`config.mk`:
```
export PLATFORM = sky130hd
export DESIGN_NAME = pulse_sequencer_top
export DESIGN_NICKNAME = d
export VERILOG_FILES = /design/src/logic/seq_pkg.sv /design/src/logic/seq_regs.sv /design/src/logic/step_sequencer.sv /design/src/logic/pulse_channel.sv /design/src/logic/done_gather.sv /design/src/logic/pulse_sequencer_top.sv
export SDC_FILE = /design/constraint.sdc
export NUM_CORES = 1
export LEC_CHECK = 0
export BUFFER_PORTS_ARGS = -buffer_cell sky130_fd_sc_hd__buf_4
export CORE_MARGIN = 3
export CORE_UTILIZATION = 50
export DETAILED_ROUTE_END_ITERATION = 6
export GPL_TIMING_DRIVEN = 0
export HOLD_SLACK_MARGIN = 0.06
export PLACE_DENSITY = 0.75
export SLEW_MARGIN = 10
export SYNTH_ARGS = -nofsm -noshare
export SYNTH_HDL_FRONTEND = slang
export SYNTH_SLANG_ARGS = --single-unit
export TNS_END_PERCENT = 50
```
`constraint.sdc`:
```
create_clock -name clock -period 6.05 [get_ports clock]
set_input_delay 1.21 -clock clock [delete_from_list [all_inputs] [get_ports clock]]
set_output_delay 1.21 -clock clock [all_outputs]
set_load 0.02 [all_outputs]
```
`src/logic/seq_pkg.sv`:
```
/* Step sequencer shared definitions: sizes, host register map,
   register word decoding, host write bus and configuration bundles */
package seq_pkg;

    // Array sizes and counter widths
    localparam int N_CHANNELS = 4;
    localparam int MAX_STEPS  = 8;
    localparam int CH_W       = 2;
    localparam int CNT_W      = 16;
    localparam int ADDR_W     = 5;
    localparam int STEP_W     = $clog2(MAX_STEPS);

    // Register map, word addresses
    localparam int REG_CONTROL    = 0;
    localparam int REG_DELAY      = 1;
    localparam int REG_STEP_BASE  = 2;
    localparam int REG_WIDTH_BASE = 10;
    // Fire counters are read-only
    localparam int REG_COUNT_BASE = 14;

    // Control word layout, n_steps in the low byte and burst at bit 8
    typedef struct packed {
        logic [22:0] pad;
        logic        burst;
        logic [7:0]  n_steps;
    } ctrl_word_t;

    // One host word, seen either as control fields or as a plain value
    typedef union packed {
        ctrl_word_t  ctrl;
        logic [31:0] value;
    } reg_word_u;

    // Host write bus, a write lands on every clock with strobe high
    typedef struct packed {
        logic              strobe;
        logic [ADDR_W-1:0] addr;
        reg_word_u         data;
    } reg_write_t;

    // Sequencer configuration as held by the register file
    typedef struct packed {
        logic [7:0]                      n_steps;
        logic                            burst;
        logic [CNT_W-1:0]                step_delay;
        logic [MAX_STEPS-1:0][CH_W-1:0]  step_table;
    } seq_config_t;

    typedef logic [N_CHANNELS-1:0][CNT_W-1:0] width_array_t;
    typedef logic [N_CHANNELS-1:0][CNT_W-1:0] count_array_t;

    // Sequencer FSM states
    typedef enum logic [1:0] {
        ST_IDLE,
        ST_START,
        ST_WAIT,
        ST_DELAY
    } seq_state_t;

endpackage

```
`src/logic/seq_regs.sv`:
```
/* Host register file: decodes write words into the sequencer configuration
   and channel widths, and serves combinational read-back including fire counts */
`timescale 1ns/1ps

module seq_regs (
    input  logic                         clock,
    input  logic                         rst_n,
    input  seq_pkg::reg_write_t          wr,
    input  logic [seq_pkg::ADDR_W-1:0]   rd_addr,
    output logic [31:0]                  rd_data,
    input  seq_pkg::count_array_t        counts,
    output seq_pkg::seq_config_t         cfg,
    output seq_pkg::width_array_t        widths
);

    // Read word is assembled through the same union used for writes
    seq_pkg::reg_word_u rd_word;

    // Writes outside the map and to the count window fall through every match
    always_ff @(posedge clock or negedge rst_n) begin
        if (!rst_n) begin
            cfg    <= '0;
            widths <= '0;
        end else if (wr.strobe) begin
            // Control is the only word decoded through the field view
            if (int'(wr.addr) == seq_pkg::REG_CONTROL) begin
                cfg.n_steps <= wr.data.ctrl.n_steps;
                cfg.burst   <= wr.data.ctrl.burst;
            end
            if (int'(wr.addr) == seq_pkg::REG_DELAY) begin
                cfg.step_delay <= wr.data.value[seq_pkg::CNT_W-1:0];
            end
            // Each step entry keeps only the channel index bits
            for (int i = 0; i < seq_pkg::MAX_STEPS; i++) begin
                if (int'(wr.addr) == seq_pkg::REG_STEP_BASE + i) begin
                    cfg.step_table[i] <= wr.data.value[seq_pkg::CH_W-1:0];
                end
            end
            for (int i = 0; i < seq_pkg::N_CHANNELS; i++) begin
                if (int'(wr.addr) == seq_pkg::REG_WIDTH_BASE + i) begin
                    widths[i] <= wr.data.value[seq_pkg::CNT_W-1:0];
                end
            end
        end
    end

    // Unused upper bits and unmapped addresses read as zero
    always_comb begin
        rd_word = '0;
        if (int'(rd_addr) == seq_pkg::REG_CONTROL) begin
            rd_word.ctrl.n_steps = cfg.n_steps;
            rd_word.ctrl.burst   = cfg.burst;
        end
        if (int'(rd_addr) == seq_pkg::REG_DELAY) begin
            rd_word.value[seq_pkg::CNT_W-1:0] = cfg.step_delay;
        end
        for (int i = 0; i < seq_pkg::MAX_STEPS; i++) begin
            if (int'(rd_addr) == seq_pkg::REG_STEP_BASE + i) begin
                rd_word.value[seq_pkg::CH_W-1:0] = cfg.step_table[i];
            end
        end
        for (int i = 0; i < seq_pkg::N_CHANNELS; i++) begin
            if (int'(rd_addr) == seq_pkg::REG_WIDTH_BASE + i) begin
                rd_word.value[seq_pkg::CNT_W-1:0] = widths[i];
            end
            // Counts come live from the gatherer
            if (int'(rd_addr) == seq_pkg::REG_COUNT_BASE + i) begin
                rd_word.value[seq_pkg::CNT_W-1:0] = counts[i];
            end
        end
    end

    assign rd_data = rd_word.value;

    // A control write never asks for more steps than the table holds
    a_n_steps_range: assert property (@(posedge clock) disable iff (!rst_n)
        (wr.strobe && int'(wr.addr) == seq_pkg::REG_CONTROL)
        |-> (int'(wr.data.ctrl.n_steps) <= seq_pkg::MAX_STEPS));

endmodule

```
`src/logic/step_sequencer.sv`:
```
/* Step sequencer FSM: walks the step table, fires one start strobe per step
   and spaces steps by the programmed delay after each channel reports done */
`timescale 1ns/1ps

module step_sequencer (
    input  logic                            clock,
    input  logic                            rst_n,
    input  logic                            enable,
    input  seq_pkg::seq_config_t            cfg,
    input  logic [seq_pkg::N_CHANNELS-1:0]  step_done,
    output logic [seq_pkg::N_CHANNELS-1:0]  start,
    output logic                            busy
);

    seq_pkg::seq_state_t             state;
    logic [seq_pkg::STEP_W-1:0]      step_idx;
    logic [seq_pkg::CNT_W-1:0]       delay_cnt;
    logic [seq_pkg::CH_W-1:0]        cur_ch;
    logic                            last_step;

    // Channel named by the table for the step in progress
    assign cur_ch = cfg.step_table[step_idx];

    // True on step n_steps-1, the comparison also stops a shrunken table early
    assign last_step = (8'(step_idx) + 8'd1) >= cfg.n_steps;

    assign busy = (state != seq_pkg::ST_IDLE);

    always_ff @(posedge clock or negedge rst_n) begin
        if (!rst_n) begin
            state     <= seq_pkg::ST_IDLE;
            step_idx  <= '0;
            delay_cnt <= '0;
            start     <= '0;
        end else begin
            // Start is a strobe, so it falls back to zero unless set below
            start <= '0;
            case (state)
                seq_pkg::ST_IDLE: begin
                    step_idx  <= '0;
                    delay_cnt <= '0;
                    // An empty table never leaves idle
                    if (enable && cfg.n_steps != 8'd0) begin
                        state <= seq_pkg::ST_START;
                    end
                end
                seq_pkg::ST_START: begin
                    start[cur_ch] <= 1'b1;
                    delay_cnt     <= '0;
                    state         <= seq_pkg::ST_WAIT;
                end
                seq_pkg::ST_WAIT: begin
                    // Only the done of the channel just started counts
                    if (step_done[cur_ch]) begin
                        state <= seq_pkg::ST_DELAY;
                    end
                end
                seq_pkg::ST_DELAY: begin
                    // Stays here step_delay+1 cycles
                    if (delay_cnt == cfg.step_delay) begin
                        delay_cnt <= '0;
                        if (last_step) begin
                            step_idx <= '0;
                            // Burst ends the run, continuous mode wraps without checking enable
                            state <= cfg.burst ? seq_pkg::ST_IDLE : seq_pkg::ST_START;
                        end else begin
                            step_idx <= step_idx + 1'b1;
                            state    <= seq_pkg::ST_START;
                        end
                    end else begin
                        delay_cnt <= delay_cnt + 1'b1;
                    end
                end
                default: begin
                    state <= seq_pkg::ST_IDLE;
                end
            endcase
        end
    end

    // Any start is a single channel and lasts exactly one cycle
    a_start_onehot: assert property (@(posedge clock) disable iff (!rst_n)
        (start != '0) |-> $onehot0(start) ##1 (start == '0));

endmodule

```
`src/logic/pulse_channel.sv`:
```
/* Timed output channel: a start strobe launches a high pulse of the
   programmed width, with done marking its last cycle */
`timescale 1ns/1ps

module pulse_channel (
    input  logic                        clock,
    input  logic                        rst_n,
    input  logic                        start,
    input  logic [seq_pkg::CNT_W-1:0]   width,
    output logic                        pulse,
    output logic                        done
);

    // Cycles of pulse still to go, zero when idle
    logic [seq_pkg::CNT_W-1:0] remaining;

    always_ff @(posedge clock or negedge rst_n) begin
        if (!rst_n) begin
            remaining <= '0;
        end else if (remaining != '0) begin
            // A running pulse ignores further starts
            remaining <= remaining - 1'b1;
        end else if (start) begin
            // Zero width still gives a one-cycle pulse
            remaining <= (width == '0) ? {{(seq_pkg::CNT_W-1){1'b0}}, 1'b1} : width;
        end
    end

    assign pulse = (remaining != '0);
    assign done  = (remaining == {{(seq_pkg::CNT_W-1){1'b0}}, 1'b1});

    // Done falls in the last high cycle, so the pulse must drop right after it
    a_done_ends_pulse: assert property (@(posedge clock) disable iff (!rst_n)
        done |-> pulse ##1 !pulse);

endmodule

```
`src/logic/done_gather.sv`:
```
/* Done gatherer: registers channel done strobes for the sequencer and
   keeps a wrapping fire counter per channel */
`timescale 1ns/1ps

module done_gather (
    input  logic                            clock,
    input  logic                            rst_n,
    input  logic [seq_pkg::N_CHANNELS-1:0]  done,
    output logic [seq_pkg::N_CHANNELS-1:0]  step_done,
    output seq_pkg::count_array_t           counts
);

    always_ff @(posedge clock or negedge rst_n) begin
        if (!rst_n) begin
            step_done <= '0;
            counts    <= '0;
        end else begin
            // One cycle of delay between channel done and sequencer
            step_done <= done;
            // Count moves on the same edge that raises step_done
            for (int i = 0; i < seq_pkg::N_CHANNELS; i++) begin
                if (done[i]) begin
                    counts[i] <= counts[i] + 1'b1;
                end
            end
        end
    end

endmodule

```
`src/logic/pulse_sequencer_top.sv`:
```
/* Pulse sequencer top: register file, step sequencer,
   channel array and done gatherer */
`timescale 1ns/1ps

module pulse_sequencer_top (
    input  logic                            clock,
    input  logic                            rst_n,
    input  logic                            enable,
    input  seq_pkg::reg_write_t             wr,
    input  logic [seq_pkg::ADDR_W-1:0]      rd_addr,
    output logic [31:0]                     rd_data,
    output logic [seq_pkg::N_CHANNELS-1:0]  pulses,
    output logic                            busy
);

    seq_pkg::seq_config_t               cfg;
    seq_pkg::width_array_t              widths;
    seq_pkg::count_array_t              counts;
    logic [seq_pkg::N_CHANNELS-1:0]     start;
    logic [seq_pkg::N_CHANNELS-1:0]     done;
    logic [seq_pkg::N_CHANNELS-1:0]     step_done;

    seq_regs u_regs (
        .clock   (clock),
        .rst_n   (rst_n),
        .wr      (wr),
        .rd_addr (rd_addr),
        .rd_data (rd_data),
        .counts  (counts),
        .cfg     (cfg),
        .widths  (widths)
    );

    step_sequencer u_sequencer (
        .clock     (clock),
        .rst_n     (rst_n),
        .enable    (enable),
        .cfg       (cfg),
        .step_done (step_done),
        .start     (start),
        .busy      (busy)
    );

    // One timed output per channel, each with its own width register
    for (genvar c = 0; c < seq_pkg::N_CHANNELS; c++) begin : g_channel
        pulse_channel u_channel (
            .clock (clock),
            .rst_n (rst_n),
            .start (start[c]),
            .width (widths[c]),
            .pulse (pulses[c]),
            .done  (done[c])
        );
    end

    done_gather u_gather (
        .clock     (clock),
        .rst_n     (rst_n),
        .done      (done),
        .step_done (step_done),
        .counts    (counts)
    );

endmodule

```
-- After elaboration in Yosys (flattened, before gate mapping)
Index checks and enable logic that the tools add are counted.
- register bits after elaboration: 262
- output and inout port bits: 37
- $add $sub $neg: 11
- $lt $le $gt $ge: 4
- equal/unequal tests: 41
- mux-type cells: 48
- reduce and logical (&&, ||, !) cells: 38
- operators with widths (kind ; count):
    16-bit two-way mux ; 22
    16-bit by 1-bit adder with 16-bit output, second input constant ; 5
    5-bit == test, second input constant ; 16
    16-bit by 1-bit == test with 1-bit output, second input constant ; 4
    16-bit zero test ; 4
    16-bit nonzero test ; 4
    16-bit by 1-bit subtractor with 16-bit output, second input constant ; 4
    5-bit by 4-bit == test with 1-bit output, second input constant ; 8
    16-bit one-hot mux with 2 select lines ; 1
    2-bit AND reduction ; 15
    2-bit two-way mux ; 13
    5-bit by 3-bit == test with 1-bit output, second input constant ; 4
    16-bit == test ; 1
    2-bit nonzero test ; 7
    5-bit by 2-bit == test with 1-bit output, second input constant ; 2
    5-bit zero test ; 2
    9-bit two-way mux ; 1
    8-bit greater-or-equal comparator ; 1
    2-bit one-hot mux with 4 select lines ; 1
    8-bit nonzero test ; 1
    2-bit binary-select mux with 3-bit select ; 1
    3-bit two-way mux ; 2
    2-bit by 1-bit != test with 1-bit output, second input constant ; 3
    3-bit one-hot mux with 2 select lines ; 1
    other kinds (15) ; 19

-- Longest topological paths before layout
Gate-level depths: netlist (run 1).
- depth in word-level cells: 19
- gate-level depth with buffers: 9

-- Hierarchy
From an unflattened synthesis (run 1), not the netlist that was laid out.
- cells, all modules: 1395
- area total of the unflattened synthesis: 14627.8 µm²
- modules (own cells, without submodules) (module ; instances ; cells an instance ; area an instance (µm²)):
    seq_regs ; 1 ; 538 ; 5875.6
    pulse_channel ; 4 ; 111 ; 1032.2
    done_gather ; 1 ; 236 ; 2871.5
    step_sequencer ; 1 ; 177 ; 1751.7

-- Worst setup path after synthesis (run 1)
Ideal clock, no wire load.
- path kind: in2out
- start: in rd_addr[0] (netlist name)
- end: out rd_data[1]
- data arrival time: 3.080 ns
- setup slack: 1.760 ns
- cell stages on the path: 8
- path through: clkbuf_1 -> buf_1 -> nor2_1 -> a21oi_1 -> o21ai_0 -> nor2_1 -> a21oi_1 -> o311ai_0
- cells in the longest elaborated chain, start to end: 19
- RTL lines (item ; line ; text):
    from (decl) ; pulse_sequencer_top.sv:10 ; input logic [seq_pkg::ADDR_W-1:0] rd_addr,
    5-bit zero test ; seq_regs.sv:50 ; if (int'(rd_addr) == seq_pkg::REG_CONTROL) begin
    9-bit two-way mux ; seq_regs.sv:50 ;
    16-bit two-way mux ; seq_regs.sv:54 ; if (int'(rd_addr) == seq_pkg::REG_DELAY) begin
    2-bit two-way mux (8 in series) ; seq_regs.sv:58 ; if (int'(rd_addr) == seq_pkg::REG_STEP_BASE + i) begin
    16-bit two-way mux ; seq_regs.sv:63 ; if (int'(rd_addr) == seq_pkg::REG_WIDTH_BASE + i) begin
    16-bit two-way mux ; seq_regs.sv:67 ; if (int'(rd_addr) == seq_pkg::REG_COUNT_BASE + i) begin
    16-bit two-way mux ; seq_regs.sv:63 ;
    16-bit two-way mux ; seq_regs.sv:67 ;
    16-bit two-way mux ; seq_regs.sv:63 ;
    16-bit two-way mux ; seq_regs.sv:67 ;
    16-bit two-way mux ; seq_regs.sv:63 ;
    16-bit two-way mux (*) ; seq_regs.sv:67 ;
    to (decl) ; pulse_sequencer_top.sv:11 ; output logic [31:0] rd_data,
Every way passes the cells marked *; elsewhere a longest branch is shown, timed or not.

-- Worst setup path in the final report (run 1)
- start: in rd_addr[0] (netlist name)
- end: out rd_data[10]
- cells in the longest elaborated chain, start to end: 10
- RTL lines (item ; line):
    5-bit by 2-bit == test with 1-bit output ; seq_regs.sv:54
    16-bit two-way mux ; seq_regs.sv:54
    16-bit two-way mux ; seq_regs.sv:63
    16-bit two-way mux ; seq_regs.sv:67
    16-bit two-way mux ; seq_regs.sv:63
    16-bit two-way mux ; seq_regs.sv:67
    16-bit two-way mux ; seq_regs.sv:63
    16-bit two-way mux ; seq_regs.sv:67
    16-bit two-way mux ; seq_regs.sv:63
    16-bit two-way mux (*) ; seq_regs.sv:67
Marked as above.

==> flow_summary.toml, run 1 <==
[outcome]
status = "finished clean"

[drt]
avgViaCountPerCell = 6.12
ant_nets = 0
wl_per_cell_um = 20.8
first_pass_iters = 6
routed_wl_um = 39100
drc = 0
drtIter0Drc = 1225
vias = 11500

[synthesis]
async_flop_share_pct = 100
synth.avg_cell_area_um2 = 10.1
yosysWarnings = 0
netlist-cell-type-count = 75
synth_seq_cells = 262
seq_area_frac_synth_pct = 46.8
netlist_instances = 1389
synth_edf_count = 0
ys_dominant_reg_cell = "dfrtp_1"
syn_area_um2 = 14000

[floorplan]
rows = 60
ios = 83
design.die.area_um2 = 30100
start_util_pct = 51.4
core_um2 = 27300
die_y_um = 173
die_width_um = 173

[pwr]
powerDensity_nw_per_um2 = 355
peakVddDrop_mv = 0.219
finalPower_mw = 5.66
leakagePower_nw = 7.22

[critical_path]
crit_path_max_fanout = 10
critPathLaunchType = "input port"
endpoint_kind = "output pin"
worst_ep_required_time_ns = 4.84
critical_path_class = "in2out"
crit_arrival_ns = 4.13

[timing]
rsz0062_at_grt = "false"
final_hold_viol_count = 0
fin_crit_ns = 5.34
hold_slack_ns = 0.468
fin_setup_tns_ns = 0
worst_pin_slew_ns = 0.882
final-setup-viol-count = 0
skew_ns = 0.00744
slew-limit-headroom_pct = 40.7
fin_crit_sh_pct = 88.3
drv_slew = 0
timing.fmax_mhz = 187

[final_layout]
layout-drive-gt1-share_pct = 17.5
mostFrequentLayoutCell = "dfrtp_1"
n_antenna_cell = 0
layout_common_cells = "262 x dfrtp_1, 113 x nor2_1, 106 x nand2_1, 106 x mux2_2, 67 x buf_4"
fin_util_pct = 58.6
syn2layout_area_growth_pct = 14.0
fill_cells = 2326
nets = 1554

[global_routing]
grt_pass1_wl_um = 62300
antenna_found_initial = 0
grt_max_degree = 104
grt_pass1_vias = 11300
grt_overflow = 0
grtUsageTotal_pct = 25.7

[clock_network]
clkLatencyLatePin_ns = 0.55
clock_path_buffers = 3
cts_buffers = 29
clk_pin_slew_ns = 0.06
cts_resized = 0
cts_root_buf = "clkbuf_16"
cts_tree = "done"
postCtsSetupBuffers = 0
htreeDepth = 1
hold_buffers = 0
cts.sink_count = 262

[job]
drv_cap = 0

[place]
gp_congestion = 1.02
io_buffers = 48
dp_hpwl_um = 29000

[worst_hold_path]
min_path_type = "reg2reg"
[state kept, by name, summed over array words and instances, names as in the netlist]
signal / flops
u_gather.counts: 64
u_sequencer.start: 4
u_regs.widths: 64
u_gather.step_done: 4
u_sequencer.step_idx: 3
u_sequencer.state: 2
u_sequencer.delay_cnt: 16
u_regs.cfg: 41
g_channel.u_channel.remaining: 64
[logic make-up after synthesis]
family | share of synthesized area (%)
AO/OA/AOI/OAI | 11.7
XOR/XNOR | 6.63
adder cells (fa/ha/maj) | 2.05
buffers and inverters | 4.02
flip-flops | 46.8
multiplexers | 10.4
other | 0.0268
AND/OR/NAND/NOR | 18.3
[worst paths after layout]
path | to | start | slack (ns) | depth (start not counted)
worst max register to register | u_sequencer.state[1] | u_sequencer.step_idx[0] | 3.17 | 7
max in group asynchronous | g_channel[2].u_channel.remaining[11] | rst_n | 4.10 | 3
min in group asynchronous | u_sequencer.delay_cnt[10] | rst_n | 0.62 | 1
worst min-delay path | u_gather.counts[63] | u_gather.counts[63] | 0.47 | 1
worst max-delay path | rd_data[10] | rd_addr[0] | 0.71 | 10
worst min register to register | u_gather.counts[63] | u_gather.counts[63] | 0.47 | 1
[stage by stage]
stage,setup slack (ns),std cells,area [um^2]
final,0.706,1879,16000
after floorplan,1.76,1404,14100
after global placement,0.887,1824,14900
after CTS,0.855,1879,16000
after detailed placement,0.842,1826,15000
after global routing,0.559,1879,16000
[synth_stat cells, types with 13 or more instances]
| cell type | n | area, um^2 |
|---|---|---|
| clkbuf_1 | 45 | 169 |
| nand4_1 | 21 | 131 |
| nand2_1 | 106 | 398 |
| nor4_1 | 32 | 200 |
| ha_1 | 23 | 288 |
| xnor2_1 | 49 | 429 |
| mux2_2 | 106 | 1190 |
| inv_1 | 54 | 203 |
| and3_1 | 25 | 156 |
| mux2i_1 | 14 | 140 |
| nand3_1 | 59 | 295 |
| xor2_1 | 57 | 499 |
| a22oi_1 | 17 | 128 |
| nor2_1 | 113 | 424 |
| a31oi_1 | 13 | 81.3 |
| a21oi_1 | 64 | 320 |
| a22o_1 | 17 | 149 |
| buf_4 | 20 | 150 |
| nor3_1 | 51 | 255 |
| o21ai_0 | 51 | 255 |
| dfrtp_1 | 262 | 6560 |
[where the power goes]
part           internal [mW]  switching, mW
Clock                   1.11          0.743
Sequential              2.11          0.439
Combinational          0.563          0.687
Total                   3.79           1.87
[routing by layer]
layer	track usage (%)	wire length (um)	up-vias
li1	-	-	5196
met4	9.80	1710	0
met1	36.2	16900	5689
met5	0	0	-
met2	39.5	17400	500
met3	4.73	3110	109
[layout make-up]
type	instances	area, um^2	share of cell area (%)
plain buffers	72	353	2.21
clock buffers	36	802	5.02
clock inverters	17	211	1.32
inverters	56	210	1.32
multi-input cells	1014	6940	43.5
flip-flops and latches	262	6560	41.1
well taps	372	465	2.92
repair buffers	50	423	2.65
[worst max-delay path, cell delays in order]
cell,delay [ns]
buf_4,0.11
clkbuf_1,0.37
or2_2,0.19
clkbuf_1,0.43
nor2_1,0.29
a2111oi_0,0.57
nand2_1,0.19
a221oi_1,0.39
o21ai_0,0.19
buf_4,0.19
No activity file was read; power rests on OpenSTA's default activity.
==> run 2: changes to the inputs <==
Settings changed: CORE_UTILIZATION 50 to 45, PLACE_DENSITY 0.75 to 0.69.
==> run 2 against run 1 <==
  * Worst setup slack lost 0.054 ns
  * Critical path depth grew 1
  * Count of clock-buffer cells in the layout grew 9
  * Non-clock buffer count unchanged
  * Fmax is 1.0% lower
  * Register-to-register slack got worse by 0.07 ns
  * Sequential power about the same
  * Clock skew grew 0.0019 ns
  * Sequential share of layout area is 0.25 points higher
  * Global-route usage decreased by 1.9 points
  * Critical path type unchanged
  * Critical endpoint is now rd_data[2]
==> flow_summary.toml, run 2 (same netlist as run 1, synthesis figures left out) <==
[clock_network]
htreeDepth = 1
cts.sink_count = 262
cts_resized = 0
clkLatencyLatePin_ns = 0.54
clk_pin_slew_ns = 0.06
hold_buffers = 0
clock_path_buffers = 3
cts_buffers = 28
postCtsSetupBuffers = 0
cts_tree = "done"
cts_root_buf = "clkbuf_16"

[final_layout]
syn2layout_area_growth_pct = 13.3
fill_cells = 2699
layout-drive-gt1-share_pct = 16.8
nets = 1553
layout_common_cells = "262 x dfrtp_1, 113 x nor2_1, 106 x nand2_1, 106 x mux2_2, 67 x buf_4"
top_regs = "g_channel.u_channel.remaining: 64 flops, u_gather.counts: 64 flops, u_regs.widths: 64 flops"
mostFrequentLayoutCell = "dfrtp_1"
n_antenna_cell = 0

[timing]
timing.fmax_mhz = 185
rsz0062_at_grt = "false"
hold_slack_ns = 0.471
slew-limit-headroom_pct = 39.1
fin_crit_sh_pct = 89.2
drv_slew = 0
skew_ns = 0.00932
final-setup-viol-count = 0
fin_crit_ns = 5.40
worst_pin_slew_ns = 0.907
final_hold_viol_count = 0
fin_setup_tns_ns = 0

[drt]
drc = 0
vias = 11300
drtIter0Drc = 1294
first_pass_iters = 7
avgViaCountPerCell = 5.94
ant_nets = 0
wl_per_cell_um = 20.9
routed_wl_um = 39600

[critical_path]
crit_path_cell_trace = "buf_4, clkbuf_1, buf_1, clkbuf_1, mux2i_1, nor3_1, a21oi_1, a21oi_1, a21oi_1, nand2_1, buf_4"
endpoint_kind = "output pin"
crit_arrival_ns = 4.19
cpLargestDelayFamily = "buffers and inverters"
worst_ep_required_time_ns = 4.84
critical_path_class = "in2out"
crit_path_max_fanout = 10
critPathLaunchType = "input port"
path_common_cell = "a21oi_1"
crit_buf_inv = 5
crit_slowest_cell = "buf_1"
slowest_delay_ns = 0.60
rrSetupSlack_ns = 3.10

[pwr]
leakagePower_nw = 7.19
powerDensity_nw_per_um2 = 344
peakVddDrop_mv = 0.227

[global_routing]
grt_pass1_vias = 10900
grt_max_degree = 113
grtUsageTotal_pct = 23.7
grt_pass1_wl_um = 62400
antenna_found_initial = 2
grt_overflow = 0

[place]
gp_congestion = 1.00
io_buffers = 48
dp_hpwl_um = 29700

[floorplan]
die_y_um = 182
design.die.area_um2 = 33300
core_um2 = 30200
start_util_pct = 46.4
rows = 63
ios = 83
die_width_um = 182

[job]
drv_cap = 0

[outcome]
status = "finished clean"

[worst_hold_path]
min_path_type = "reg2reg"
## run 2: where the power goes
part | switching (mW) | internal [mW]
Clock | 0.686 | 0.990
Combinational | 0.675 | 0.562
Sequential | 0.435 | 2.11
Total | 1.80 | 3.67
## run 2: through the flow
stage	total power, mW	std cells	area, um^2	util [%]	setup WS (ns)
after global routing	5.77	1894	15900	52.6	0.481
after detailed placement	3.79	1844	15000	49.6	0.679
after CTS	5.48	1894	15900	52.6	0.679
after floorplan	3.35	1404	14100	-	1.76
final	5.46	1894	15900	52.6	0.652
after global placement	3.74	1842	14900	49.4	0.738
## run 2: area by class of cell
cell class	instances	area (um^2)	share of cell area (%)
Buffer	72	353	2.22
Clock buffer	45	846	5.33
Clock inverter	5	50.0	0.315
Inverter	56	210	1.32
Multi-Input combinational cell	1014	6940	43.8
Sequential cell	262	6560	41.3
Tap cell	390	488	3.07
Timing Repair Buffer	50	423	2.66
## run 2: worst register-to-register path: cells and delay by family, from the launching register on
family / cells / cell delay, ns
flops: 1 / 0.44
simple gates: 5 / 2.22
xor+xnor: 1 / 0.20
## run 2: path summary, 6_finish.rpt
kind / start / to / cells past startpoint
setup / recovery: rd_addr[0] / rd_data[2] / 11
hold / removal: u_gather.counts[63] / u_gather.counts[63] / 1
setup reg to reg: g_channel[0].u_channel.remaining[12] / u_gather.counts[15] / 6
hold reg to reg: u_gather.counts[63] / u_gather.counts[63] / 1
max in group asynchronous: rst_n / g_channel[3].u_channel.remaining[13] / 3
min in group asynchronous: rst_n / u_sequencer.step_idx[0] / 1
## run 2: metal layers
layer | up-vias | wire, um | track usage (%)
met2 | 392 | 17600 | 36.1
met4 | 2 | 1800 | 9.29
met1 | 5571 | 17300 | 33.6
li1 | 5194 | - | -
met5 | - | 16 | 0
met3 | 97 | 2810 | 4.64
==> run 3: changes to the inputs <==
Settings changed: PLACE_DENSITY 0.69 to not set, PLACE_DENSITY_LB_ADDON set to 0.08.
==> run 3 against run 2 <==
  * Combinational power is essentially flat
  * Clock power up 11%
  * Register-to-register slack gained 0.04 ns
  * Largest cell class unchanged
  * Fmax decreased by 0.36%
  * Largest power group unchanged
  * Count of clock-buffer cells in the layout is 2 lower
  * Sequential power hardly changed
  * Wire length is 3.5% higher
  * Sequential share of layout area decreased by 0.27 points
  * Final cell count up 0.11%
==> flow_summary.toml, run 3 (same netlist as run 1, synthesis figures left out) <==
[pwr]
share_comb_of_total_power_pct = 22.0
leakagePower_nw = 7.24
finalPower_mw = 5.65
seq_power_share_pct = 45.2
peakVddDrop_mv = 0.267
swShare_pct = 32.7
p_int_mw = 3.80
powerDensity_nw_per_um2 = 354
p_clk_share_pct = 32.8
switchingPower_mw = 1.85

[job]
drv_cap = 0

[timing]
layout_setup_ws_ns = 0.632
hold_slack_ns = 0.469
fin_setup_tns_ns = 0
final_hold_viol_count = 0
skew_ns = 0.0241
final-setup-viol-count = 0
fin_crit_sh_pct = 89.5
timing.fmax_mhz = 185
worst_pin_slew_ns = 1.04
slew-limit-headroom_pct = 29.8
rsz0062_at_grt = "false"
fin_crit_ns = 5.42
drv_slew = 0

[clock_network]
postCtsSetupBuffers = 0
cts.sink_count = 262
cts_buffers = 30
clkLatencyLatePin_ns = 0.57
htreeDepth = 1
clock_path_buffers = 3
cts_root_buf = "clkbuf_16"
cts_tree = "done"
hold_buffers = 0
cts_resized = 0
clk_pin_slew_ns = 0.06

[drt]
routed_wl_um = 41000
first_pass_iters = 5
wl_per_cell_um = 21.6
ant_nets = 0
met3WireLength_um = 2240
drtIter0Drc = 886
vias = 11100
wl_met1_um = 19100
drc = 0
avgViaCountPerCell = 5.88
highest_layer = "met4"
wl_met2_um = 18200

[floorplan]
ios = 83
rows = 63
core_um2 = 30200
die_y_um = 182
start_util_pct = 46.4
design.die.area_um2 = 33300
die_width_um = 182

[place]
dp_hpwl_um = 30500
dpl_cell_area_um2 = 15000
gp_congestion = 0.934
pre_cts_slack_ns = 0.653
dpl.cell_count = 1844
io_buffers = 48

[global_routing]
grtUsageTotal_pct = 24.6
antenna_found_initial = 3
grt_overflow = 0
grt_max_degree = 101
grt_pass1_wl_um = 64100
grt_pass1_vias = 10800

[critical_path]
path_common_cell = "clkbuf_1"
slowest_delay_ns = 0.47
crit_arrival_ns = 4.21
critPathLaunchType = "input port"
r2r_cells = 7
crit_path_cell_trace = "buf_4, clkbuf_1, or2_2, clkbuf_1, or2_2, clkbuf_1, nor2_1, a31oi_1, a211oi_1, o21ai_0, buf_4"
crit_path_max_fanout = 10
worst_ep_required_time_ns = 4.84
critical_path_class = "in2out"
endpoint_kind = "output pin"
crit_slowest_cell = "clkbuf_1"
rrSetupSlack_ns = 3.14

[final_layout]
top_regs = "g_channel.u_channel.remaining: 64 flops, u_gather.counts: 64 flops, u_regs.widths: 64 flops"
layout-drive-gt1-share_pct = 17.1
finalInstanceArea_um2 = 16000
n_antenna_cell = 0
layout_common_cells = "262 x dfrtp_1, 113 x nor2_1, 106 x nand2_1, 106 x mux2_2, 67 x buf_4"
mostFrequentLayoutCell = "dfrtp_1"
syn2layout_area_growth_pct = 14.1
nets = 1555
fin_util_pct = 52.9
final_cells = 1896

[outcome]
status = "finished clean"

[worst_hold_path]
whs_path_depth = 1
min_path_type = "reg2reg"
[run 3: cell count changes in the layout (fill, tap and decap cells not counted), sizes merged]
cell,before,now
clkinv,4,6
clkbuf,90,88
bufinv,1,3
[run 3: power groups by stage]
stage / Clock [mW] / Combinational (mW) / Sequential, mW
3_5_place_dp: 0 / 1.24 / 2.57
5_1_grt: 1.96 / 1.40 / 2.61
2_1_floorplan: 0 / 0.937 / 2.41
4_1_cts: 1.89 / 1.24 / 2.54
6_report: 1.86 / 1.24 / 2.55
3_3_place_gp: 0 / 1.21 / 2.56
[run 3: final cells by class]
type | count | area [um^2]
fillers | 2720 | 14200
multi-input cells | 1014 | 6940
flip-flops and latches | 262 | 6560
clock buffers | 43 | 881
well taps | 390 | 488
repair buffers | 50 | 423
plain buffers | 72 | 353
inverters | 56 | 210
clock inverters | 9 | 120
[run 3: final timing paths]
path | from | to
setup / recovery | rd_addr[0] | rd_data[8]
hold / removal | u_gather.counts[31] | u_gather.counts[31]
setup reg to reg | u_sequencer.step_idx[0] | u_sequencer.state[1]
hold reg to reg | u_gather.counts[31] | u_gather.counts[31]
max in group asynchronous | rst_n | u_gather.counts[63]
min in group asynchronous | rst_n | g_channel[0].u_channel.remaining[7]
[run 3: worst max-delay path: cells and delay by family]
kind	cells	cell delay, ns
simple gates	3	0.58
compound gates	3	0.79
buf+inv	5	1.60
[run 3: layer usage]
metal	vias to the layer above	GRT usage, %
met5	-	0
met4	0	7.37
met3	72	3.61
met2	300	38.3
met1	5563	35.8
li1	5204	-
